**config.mk**
```make
export PLATFORM = sky130hd
export DESIGN_NAME = msx_core
export DESIGN_NICKNAME = d
export VERILOG_FILES = /design/src/rtl/msx_pkg.sv /design/src/rtl/m1_wait_gen.sv /design/src/rtl/io_devices.sv /design/src/rtl/slot_decoder.sv /design/src/rtl/audio_mix.sv /design/src/rtl/msx_core.sv
export SDC_FILE = /design/constraint.sdc
export NUM_CORES = 1
export LEC_CHECK = 0
export BUFFER_PORTS_ARGS = -buffer_cell sky130_fd_sc_hd__buf_4
export CAP_MARGIN = 40
export CORE_MARGIN = 4
export CORE_UTILIZATION = 50
export DETAILED_ROUTE_END_ITERATION = 6
export GPL_ROUTABILITY_DRIVEN = 0
export PLACE_DENSITY = 0.77
export SETUP_SLACK_MARGIN = 0.4
export SYNTH_ARGS = -nofsm -noshare
export SYNTH_HDL_FRONTEND = slang
export SYNTH_SLANG_ARGS = --single-unit
```
**constraint.sdc**
```tcl
create_clock -name clock_bus -period 3.8 [get_ports clock_bus]
set_input_delay 0 -clock clock_bus [delete_from_list [all_inputs] [get_ports clock_bus]]
set_output_delay 0 -clock clock_bus [all_outputs]
set_load 0.03 [all_outputs]
```
**src/rtl/msx_pkg.sv**
```systemverilog
package msx_pkg;

   // One CPU bus request, held stable by the master until it completes
   typedef struct packed {
      logic [15:0] addr;
      logic [7:0]  dout;
      logic        rd;
      logic        wr;
      logic        mreq;
      logic        iorq;
      logic        m1;
   } cpu_req_t;

   // Segment number for each 16 KB page of the mapper
   typedef struct packed {
      logic [7:0] seg3;
      logic [7:0] seg2;
      logic [7:0] seg1;
      logic [7:0] seg0;
   } mapper_regs_t;

   // I/O port addresses
   localparam logic [7:0] PORT_SLOT   = 8'hA8;
   localparam logic [7:0] PORT_PPI_C  = 8'hAA;
   localparam logic [7:0] PORT_MAPPER = 8'hFC;

   // 64 segments, 1 MB of mapped RAM
   localparam int SEG_BITS = 6;

   localparam logic [1:0] SLOT_ROM = 2'd0;
   localparam logic [1:0] SLOT_RAM = 2'd3;

   localparam int RAM_ADDR_W = 27;

   // Mapper state after reset, pages 0..3 on segments 3..0
   localparam mapper_regs_t MAPPER_RESET = '{seg3: 8'd0, seg2: 8'd1, seg1: 8'd2, seg0: 8'd3};

   // Mixer weights
   localparam logic signed [16:0] CLICK_LEVEL = 17'sd512;
   localparam logic signed [16:0] TAPE_LEVEL  = 17'sd256;

endpackage

```
**src/rtl/m1_wait_gen.sv**
```systemverilog
`timescale 1ns/1ps

module m1_wait_gen import msx_pkg::*; (
   input  logic     clock_bus,
   input  logic     rst_n,
   input  cpu_req_t cpu,
   output logic     wait_n
);

   logic req_active;
   logic m1_read;
   logic waited;

   // Exactly one direction and exactly one space
   assign req_active = (cpu.rd ^ cpu.wr) & (cpu.mreq ^ cpu.iorq);
   assign m1_read    = req_active & cpu.m1 & cpu.rd;

   // First cycle of an opcode fetch is stretched by one
   assign wait_n = ~(m1_read & ~waited);

   // Set after the wait cycle, cleared on the completing edge
   always_ff @(posedge clock_bus or negedge rst_n) begin
      if (!rst_n) begin
         waited <= 1'b0;
      end else begin
         waited <= m1_read & ~waited;
      end
   end

   // A single wait state, never a stall
   wait_single_cycle : assert property (
      @(posedge clock_bus) disable iff (!rst_n)
      !wait_n |=> wait_n
   ) else $error("wait_n held low for more than one cycle");

endmodule

```
**src/rtl/io_devices.sv**
```systemverilog
`timescale 1ns/1ps

module io_devices import msx_pkg::*; (
   input  logic         clock_bus,
   input  logic         rst_n,
   input  cpu_req_t     cpu,
   input  logic         wait_n,
   output logic [7:0]   io_data,
   output logic         io_oe,
   output logic [7:0]   slot_config,
   output mapper_regs_t mapper,
   output logic         keyclick,
   output logic         tape_motor_on
);

   logic       io_req;
   logic       io_wr_done;
   logic [7:0] port;
   logic       sel_slot;
   logic       sel_ppi_c;
   logic       sel_mapper;
   logic [7:0] ppi_c;
   logic [7:0] seg_sel;

   assign io_req     = cpu.iorq & ~cpu.mreq & (cpu.rd ^ cpu.wr);
   assign io_wr_done = io_req & cpu.wr & wait_n;

   // Z80 I/O decodes only the low address byte
   assign port       = cpu.addr[7:0];
   assign sel_slot   = (port == PORT_SLOT);
   assign sel_ppi_c  = (port == PORT_PPI_C);
   assign sel_mapper = (port[7:2] == PORT_MAPPER[7:2]);

   always_ff @(posedge clock_bus or negedge rst_n) begin
      if (!rst_n) begin
         slot_config <= 8'h00;
         ppi_c       <= 8'h00;
         mapper      <= MAPPER_RESET;
      end else if (io_wr_done) begin
         if (sel_slot) begin
            slot_config <= cpu.dout;
         end
         if (sel_ppi_c) begin
            ppi_c <= cpu.dout;
         end
         if (sel_mapper) begin
            case (port[1:0])
               2'd0:    mapper.seg0 <= cpu.dout;
               2'd1:    mapper.seg1 <= cpu.dout;
               2'd2:    mapper.seg2 <= cpu.dout;
               default: mapper.seg3 <= cpu.dout;
            endcase
         end
      end
   end

   always_comb begin
      case (port[1:0])
         2'd0:    seg_sel = mapper.seg0;
         2'd1:    seg_sel = mapper.seg1;
         2'd2:    seg_sel = mapper.seg2;
         default: seg_sel = mapper.seg3;
      endcase
   end

   // Read-back; unused segment bits read as ones
   always_comb begin
      io_oe   = 1'b0;
      io_data = 8'hFF;
      if (io_req && cpu.rd) begin
         if (sel_slot) begin
            io_oe   = 1'b1;
            io_data = slot_config;
         end else if (sel_ppi_c) begin
            io_oe   = 1'b1;
            io_data = ppi_c;
         end else if (sel_mapper) begin
            io_oe   = 1'b1;
            io_data = {{(8 - SEG_BITS){1'b1}}, seg_sel[SEG_BITS-1:0]};
         end
      end
   end

   assign keyclick      = ppi_c[7];
   assign tape_motor_on = ppi_c[4];

   // CPU side never drives both strobes
   rd_wr_exclusive : assert property (
      @(posedge clock_bus) disable iff (!rst_n)
      !(cpu.rd && cpu.wr)
   ) else $error("rd and wr both high");

endmodule

```
**src/rtl/slot_decoder.sv**
```systemverilog
`timescale 1ns/1ps

module slot_decoder import msx_pkg::*; (
   input  cpu_req_t                cpu,
   input  logic [7:0]              slot_config,
   input  mapper_regs_t            mapper,
   output logic [RAM_ADDR_W-1:0]   ram_addr,
   output logic [7:0]              ram_din,
   output logic                    ram_rnw,
   output logic                    sdram_ce,
   output logic                    bram_ce,
   output logic                    mem_oe
);

   logic       mem_req;
   logic [1:0] page;
   logic [1:0] active_slot;
   logic [7:0] segment;
   logic       rom_hit;
   logic       ram_hit;

   assign mem_req = cpu.mreq & ~cpu.iorq & (cpu.rd ^ cpu.wr);
   assign page    = cpu.addr[15:14];

   // Two slot bits per page in the primary slot register
   always_comb begin
      case (page)
         2'd0:    active_slot = slot_config[1:0];
         2'd1:    active_slot = slot_config[3:2];
         2'd2:    active_slot = slot_config[5:4];
         default: active_slot = slot_config[7:6];
      endcase
   end

   always_comb begin
      case (page)
         2'd0:    segment = mapper.seg0;
         2'd1:    segment = mapper.seg1;
         2'd2:    segment = mapper.seg2;
         default: segment = mapper.seg3;
      endcase
   end

   // ROM only covers the lower 32 KB of slot 0
   assign rom_hit = mem_req & (active_slot == SLOT_ROM) & ~page[1];
   assign ram_hit = mem_req & (active_slot == SLOT_RAM);

   assign bram_ce  = rom_hit & cpu.rd;
   assign sdram_ce = ram_hit;
   assign mem_oe   = (rom_hit | ram_hit) & cpu.rd;

   // Segment * 16 KB plus the page offset
   assign ram_addr = ram_hit ?
      {{(RAM_ADDR_W - SEG_BITS - 14){1'b0}}, segment[SEG_BITS-1:0], cpu.addr[13:0]} :
      {{(RAM_ADDR_W - 15){1'b0}}, cpu.addr[14:0]};

   assign ram_din = cpu.dout;
   assign ram_rnw = cpu.rd;

   always_comb begin
      ce_exclusive : assert (!(sdram_ce && bram_ce))
         else $error("sdram_ce and bram_ce both high");
   end

endmodule

```
**src/rtl/audio_mix.sv**
```systemverilog
`timescale 1ns/1ps

module audio_mix import msx_pkg::*; (
   input  logic               clock_bus,
   input  logic               rst_n,
   input  logic signed [15:0] psg_sound,
   input  logic               keyclick,
   input  logic               tape_in,
   input  logic               tape_motor_on,
   output logic signed [15:0] audio
);

   logic signed [16:0] click_term;
   logic signed [16:0] tape_term;
   logic signed [16:0] mix;
   logic signed [15:0] mix_sat;

   assign click_term = keyclick ? CLICK_LEVEL : 17'sd0;
   // Tape is only heard while the motor is stopped
   assign tape_term  = (tape_in && !tape_motor_on) ? TAPE_LEVEL : 17'sd0;

   assign mix = {psg_sound[15], psg_sound} + click_term + tape_term;

   // Top two bits differ on overflow of the 16-bit range
   always_comb begin
      case (mix[16:15])
         2'b01:   mix_sat = 16'sh7FFF;
         2'b10:   mix_sat = 16'sh8000;
         default: mix_sat = mix[15:0];
      endcase
   end

   always_ff @(posedge clock_bus or negedge rst_n) begin
      if (!rst_n) begin
         audio <= 16'sd0;
      end else begin
         audio <= mix_sat;
      end
   end

endmodule

```
**src/rtl/msx_core.sv**
```systemverilog
`timescale 1ns/1ps

module msx_core import msx_pkg::*; (
   input  logic                  clock_bus,
   input  logic                  rst_n,
   input  cpu_req_t              cpu,
   output logic                  wait_n,
   output logic [7:0]            cpu_din,
   output logic [RAM_ADDR_W-1:0] ram_addr,
   output logic [7:0]            ram_din,
   output logic                  ram_rnw,
   output logic                  sdram_ce,
   output logic                  bram_ce,
   input  logic [7:0]            ram_dout,
   input  logic signed [15:0]    psg_sound,
   input  logic                  tape_in,
   output logic                  tape_motor_on,
   output logic signed [15:0]    audio
);

   logic [7:0]   io_data;
   logic         io_oe;
   logic [7:0]   slot_config;
   mapper_regs_t mapper;
   logic         keyclick;
   logic         mem_oe;

   m1_wait_gen u_m1_wait_gen (
      .clock_bus (clock_bus),
      .rst_n     (rst_n),
      .cpu       (cpu),
      .wait_n    (wait_n)
   );

   io_devices u_io_devices (
      .clock_bus     (clock_bus),
      .rst_n         (rst_n),
      .cpu           (cpu),
      .wait_n        (wait_n),
      .io_data       (io_data),
      .io_oe         (io_oe),
      .slot_config   (slot_config),
      .mapper        (mapper),
      .keyclick      (keyclick),
      .tape_motor_on (tape_motor_on)
   );

   slot_decoder u_slot_decoder (
      .cpu         (cpu),
      .slot_config (slot_config),
      .mapper      (mapper),
      .ram_addr    (ram_addr),
      .ram_din     (ram_din),
      .ram_rnw     (ram_rnw),
      .sdram_ce    (sdram_ce),
      .bram_ce     (bram_ce),
      .mem_oe      (mem_oe)
   );

   audio_mix u_audio_mix (
      .clock_bus     (clock_bus),
      .rst_n         (rst_n),
      .psg_sound     (psg_sound),
      .keyclick      (keyclick),
      .tape_in       (tape_in),
      .tape_motor_on (tape_motor_on),
      .audio         (audio)
   );

   // I/O wins over memory, empty bus reads FFh
   assign cpu_din = !cpu.rd ? 8'hFF    :
                    io_oe   ? io_data  :
                    mem_oe  ? ram_dout :
                              8'hFF;

endmodule

```
======== Word-level counts from Yosys, hierarchy flattened ========
Cells that the tools add are included.
storage, ports and cells
  bits in registers ....................... 57
operators by class
  bitwise gates (word level) .............. 24
  eq/ne operators ......................... 10
  add/sub/neg operators ................... 2
  multiplexer cells ....................... 18
  reductions and logical operators ........ 13
operators with widths
  cell                                           number
  2-to-1 mux 8 bit                               6
  case mux 6 bit (3 select lines)                2
  adder 17 bit                                   2
  case mux 16 bit (2 select lines)               1
  2-to-1 mux 20 bit                              1
  == test 8 bit, second input constant           2
  AND 1 bit                                      15
  AND reduction 3 bit                            4
  2-to-1 mux 10 bit                              1
  2-to-1 mux 9 bit                               1
  == test 2 bit, second input constant           4
  == test 2 x 1 -> 1 bit, second input constant  3
  == test 6 bit, second input constant           1
  zero test 2 bit                                3
  2-to-1 mux 6 bit                               1
  inverter 1 bit                                 6
  case mux 2 bit (3 select lines)                1
  2-to-1 mux 1 bit                               4
  AND reduction 2 bit                            2
  OR reduction 3 bit                             1
  logical AND 1 bit                              2
  XOR 1 bit                                      2
  zero test 1 bit                                1
  OR 1 bit                                       1

======== Logic depth before layout (Yosys ltp) ========
  depth in word-level cells ............... 10
  mapped depth ............................ 13
  gate-level depth less buffers ........... 11

======== Hierarchy ========
A second synthesis with hierarchy kept.
second synthesis, totals
  cell total of the unflattened synthesis .. 314
  area total of the unflattened synthesis .. 3769.9 sq um
by module, submodules not included
  module        times used  area each (sq um)  sequential area each (sq um)  cells each
  io_devices    1           2260.9             1206.2                        155
  audio_mix     1           760.7              400.4                         78
  slot_decoder  1           550.5              0.0                           56
  msx_core      1           145.1              0.0                           20
  m1_wait_gen   1           52.6               25.0                          5

======== Worst setup path after synthesis ========
OpenSTA, ideal clock, no wires.
  path type ............................... reg-to-reg
  from .................................... register u_io_devices.ppi_c[4]
  to ...................................... register u_audio_mix.audio[10]
  slack ................................... 0.911 ns
  required time ........................... 3.658 ns
  cell stages (with the launch flop) ...... 14
  arrival time ............................ 2.747 ns
  path buffers ............................ 2
  cell sequence ........................... dfrtp_1 nor2b_1 ha_1 inv_1 fa_1 nor3b_1 nand2_1 and2_1 ha_1 clkbuf_1 inv_1 nand2_1 clkbuf_1 o21ai_0
between the ends
  cells in the longest elaborated chain, start to end .. 6
RTL lines
  item                                                     RTL line          text
  start: declaration                                       io_devices.sv:22  logic [7:0] ppi_c;
  start signal: assignment                                 io_devices.sv:44  ppi_c <= cpu.dout;
  zero test 1 bit *                                        audio_mix.sv:20   assign tape_term = (tape_in && !tape_motor_on) ? TAPE_LEVEL : 17'sd0;
  logical AND 1 bit *                                      audio_mix.sv:20
  2-to-1 mux 9 bit *                                       audio_mix.sv:20
  adder 17 bit *                                           audio_mix.sv:22   assign mix = {psg_sound[15], psg_sound} + click_term + tape_term;
  == test 2 bit or == test 2 x 1 -> 1 bit (tied branches)  audio_mix.sv:26   case (mix[16:15])
  case mux 16 bit (2 select lines) *                       audio_mix.sv:26
  via u_audio_mix.mix_sat[10]                              audio_mix.sv:16   logic signed [15:0] mix_sat;
  end signal: assignment                                   audio_mix.sv:37   audio <= mix_sat;
  end: declaration                                         audio_mix.sv:10   output logic signed [15:0] audio
The timed path passes the listed nets; every way through them passes the cells marked *.
A chain may end at the register's enable or synchronous reset.

======== Worst setup path in the final report ========
Ends and elaborated chain as after synthesis.

==> reports/metrics.yaml <==
status:
  outcome: "complete, no violations"
place:
  io_buffers: 100
  dpl.hpwl_um: 5632
  dp_cells: 422
logic_synthesis:
  synth_area_leaders: "dfrtp_1 (40%), mux2_2 (15%), buf_4 (6.7%), mux4_2 (5.4%), dfstp_2 (3.1%)"
  synth_area_sq_um: 3346
  yosysWarnings: 0
  synth_top_area_frac: 0.3964
  synthFlopType: "dfrtp_1"
  netlist_top_cells_count: "dfrtp_1 (53), mux2_2 (45), buf_4 (30)"
  synth_cell_types: 43
  synth_edf_count: 0
  yosysTopAreaCell: "dfrtp_1"
  ys_seq_area_frac: 0.4278
  syn_inst: 279
  synth.avg_cell_area_sq_um: 11.99
  async_flop_share: 1.000
  ys_ff_latch: 57
  yosysMostFrequentCell: "dfrtp_1"
timing:
  setup_viol_count_final: 0
  max_freq_mhz: 322.2
  period_minus_slack_ns: 3.104
  worst_pin_slew_ns: 0.8563
  final.period_utilization: 0.8168
  skew_ns: 0.008152
  rsz0062_at_grt: "false"
  finalMaxSlewViolations: 0
  hold_viol: 0
  tns_ns: 0
  relSlewSlack: 0.4285
critical_path:
  worstReg2RegEnd: "u_audio_mix.audio[10]$_DFF_PN0_"
  worstSetupPathType: "reg -> reg"
  rr_startpoint: "u_io_devices.ppi_c[4]$_DFFE_PN0P_"
  reg2reg_slack_ns: 0.70
  cp.required_ns: 4.00
  endpoint_kind: "flop"
  cp-start-kind: "flop"
  worstRegToRegCells: 11
  crit_fanout: 17
  cp.arrival_ns: 3.30
cts:
  clk_pin_slew_worst_paths_ns: 0.07
  clk_path_buf_depth: 2
  numCtsBuffers: 9
  cts_tree: "built"
  cts-root-buf: "clkbuf_8"
  postCtsResizedCells: 0
  clkSinkCount: 57
  worstSkewPairLatency_ns: 0.33
  htreeDepth: 3
grt:
  met3_usage: 0.04841
  grt_max_degree: 58
  grt_pass1_wl_um: 13580
  antenna_found_initial: 0
  met1_usage: 0.2773
  overflow: 0
  first_global_vias: 2650
  track_usage: 0.2144
  busiest_layer: "met2"
  use_met2: 0.3465
floorplanning:
  die_w_um: 89.80
  start_util: 0.5209
  die_h_um: 89.80
  ioPinCount: 120
  fp-row-count: 29
  core-area_sq_um: 6422
  dieArea_sq_um: 8064
min_path:
  min-delay-start: "cpu[24]"
  hold_class: "in -> out"
  hold_end: "ram_addr[11]"
  holdPathStages: 0
power:
  pwr-share-clk: 0.388
  combPwrFrac: 0.191
  cellLeakagePower_nw: 2.192
  p_per_area_nw_per_um2: 349.6
  report.power.total_mw: 1.525
  p_switching_mw: 0.4165
  intPower_mw: 1.108
  ir_drop_mv: 0.2817
  power_frac_seq: 0.421
  switching_share: 0.2731
layout:
  areaGrowthSynthToFinish_pct: 30.37
  layout.cells.non_filler: 460
  fin_nets: 441
  layout-drive-gt1-share: 0.4674
  fin_util: 0.6791
  n_antenna_cell: 0
detailed_routing:
  wirelength_um: 8349
  vias_per_cell: 5.498
  drt-pass1-iter-count: 4
  drt_first_iter_violations: 154
  remaining_drc_errors: 0
  ant_nets: 0
  wl_per_cell_um: 18.15
  vias: 2529
job:
  drv_cap: 0
[flip-flops by register name, indices dropped and copies added, names as in the netlist]
name,count
u_audio_mix.audio,16
u_io_devices.slot_config,8
u_io_devices.mapper,24
u_m1_wait_gen.waited,1
u_io_devices.ppi_c,8
[power groups by stage]
stage / clock network (mW) / logic (mW) / registers [mW]
floorplan: 0 / 0.133 / 0.693
global placement: 0 / 0.269 / 0.653
detailed placement: 0 / 0.273 / 0.653
CTS: 0.599 / 0.291 / 0.642
global route: 0.627 / 0.311 / 0.644
finish: 0.592 / 0.291 / 0.642
[worst max path at each step]
stage                                      start                               to  slack (ns)  cells after the start
6_report       u_io_devices.ppi_c[4]$_DFFE_PN0P_  u_audio_mix.audio[10]$_DFF_PN0_        0.70                     11
5_1_grt        u_io_devices.ppi_c[4]$_DFFE_PN0P_  u_audio_mix.audio[10]$_DFF_PN0_        0.44                     11
4_1_cts        u_io_devices.ppi_c[4]$_DFFE_PN0P_  u_audio_mix.audio[10]$_DFF_PN0_        0.73                     11
3_5_place_dp   u_io_devices.ppi_c[4]$_DFFE_PN0P_  u_audio_mix.audio[10]$_DFF_PN0_        0.75                     11
3_3_place_gp   u_io_devices.ppi_c[4]$_DFFE_PN0P_   u_audio_mix.audio[9]$_DFF_PN0_        0.92                     11
2_1_floorplan  u_io_devices.ppi_c[4]$_DFFE_PN0P_  u_audio_mix.audio[10]$_DFF_PN0_        0.91                     13
[through the flow]
stage          hold slack [ns]  instance area, sq um  setup slack (ns)
2_1_floorplan          -0.2956                  3368            0.9111
3_3_place_gp         0.0002048                  3934            0.9232
3_5_place_dp         0.0002048                  3934            0.7523
4_1_cts             0.00002512                  4362            0.7327
5_1_grt             0.00004345                  4362            0.4425
6_report            0.00001319                  4362            0.6962
[area by class of cell]
class	count	area, sq um
fill	493	2061
multi-input combinational	176	1610
sequential	57	1431
timing repair buffer	122	970.9
clock buffer	14	172.7
tap	77	96.34
inverter	12	45.04
clock inverter	2	35.03
[metal layers]
| layer | vias to the layer above | wire (um) |
|---|---|---|
| met4 | 0 | 206 |
| met3 | 20 | 472 |
| met2 | 91 | 4014 |
| met5 | - | 0 |
| met1 | 1263 | 3655 |
| li1 | 1155 | - |
[worst max-delay path: stages (launching register included)]
cell	delay [ns]
dfrtp_1	0.40
nor2b_1	0.12
ha_1	0.18
inv_1	0.06
fa_1	0.41
nor3b_1	0.36
nand2_1	0.09
and2_1	0.18
ha_1	0.58
inv_1	0.14
nand2_1	0.30
o21ai_0	0.15
[cell usage in the layout, fill, tap and decap left out, types with 2 or more instances in the layout]
| master | count |
|---|---|
| nor2_1 | 8 |
| mux4_1 | 4 |
| mux2i_1 | 2 |
| nand3_1 | 4 |
| nand3_2 | 2 |
| clkbuf_1 | 2 |
| o22ai_1 | 6 |
| and2_1 | 2 |
| ha_1 | 6 |
| a2bb2oi_1 | 8 |
| nor2b_1 | 7 |
| nor3_1 | 3 |
| mux2_1 | 2 |
| o21ai_0 | 3 |
| dlygate4sd3_1 | 22 |
| xor2_1 | 5 |
| clkbuf_8 | 12 |
| dfrtp_1 | 53 |
| dfstp_2 | 4 |
| xnor2_1 | 4 |
| nand2_1 | 26 |
| nor4_4 | 2 |
| conb_1 | 7 |
| inv_1 | 12 |
| mux4_2 | 8 |
| nand3b_1 | 2 |
| buf_4 | 100 |
| mux2_2 | 45 |
| a21oi_1 | 6 |
[repair_timing]
item,CTS,global route
setup buffers,0,0
hold endpoints to repair,105,0
hold buffers,22,0
[cells by family (layout without fill, tap and decap cells)]
family / Yosys count / count (layout) / share of synthesized area
AO/OA/AOI/OAI: 28 / 28 / 0.05722
XOR/XNOR: 9 / 9 / 0.02356
other: 1 / 7 / 0.001121
AND/OR/NAND/NOR: 64 / 64 / 0.1148
multiplexers: 61 / 61 / 0.2494
adder cells (fa/ha/maj): 7 / 7 / 0.02842
flip-flops: 57 / 57 / 0.4278
buffers and inverters: 52 / 150 / 0.09761
No activity file was read; power rests on OpenSTA's default activity.
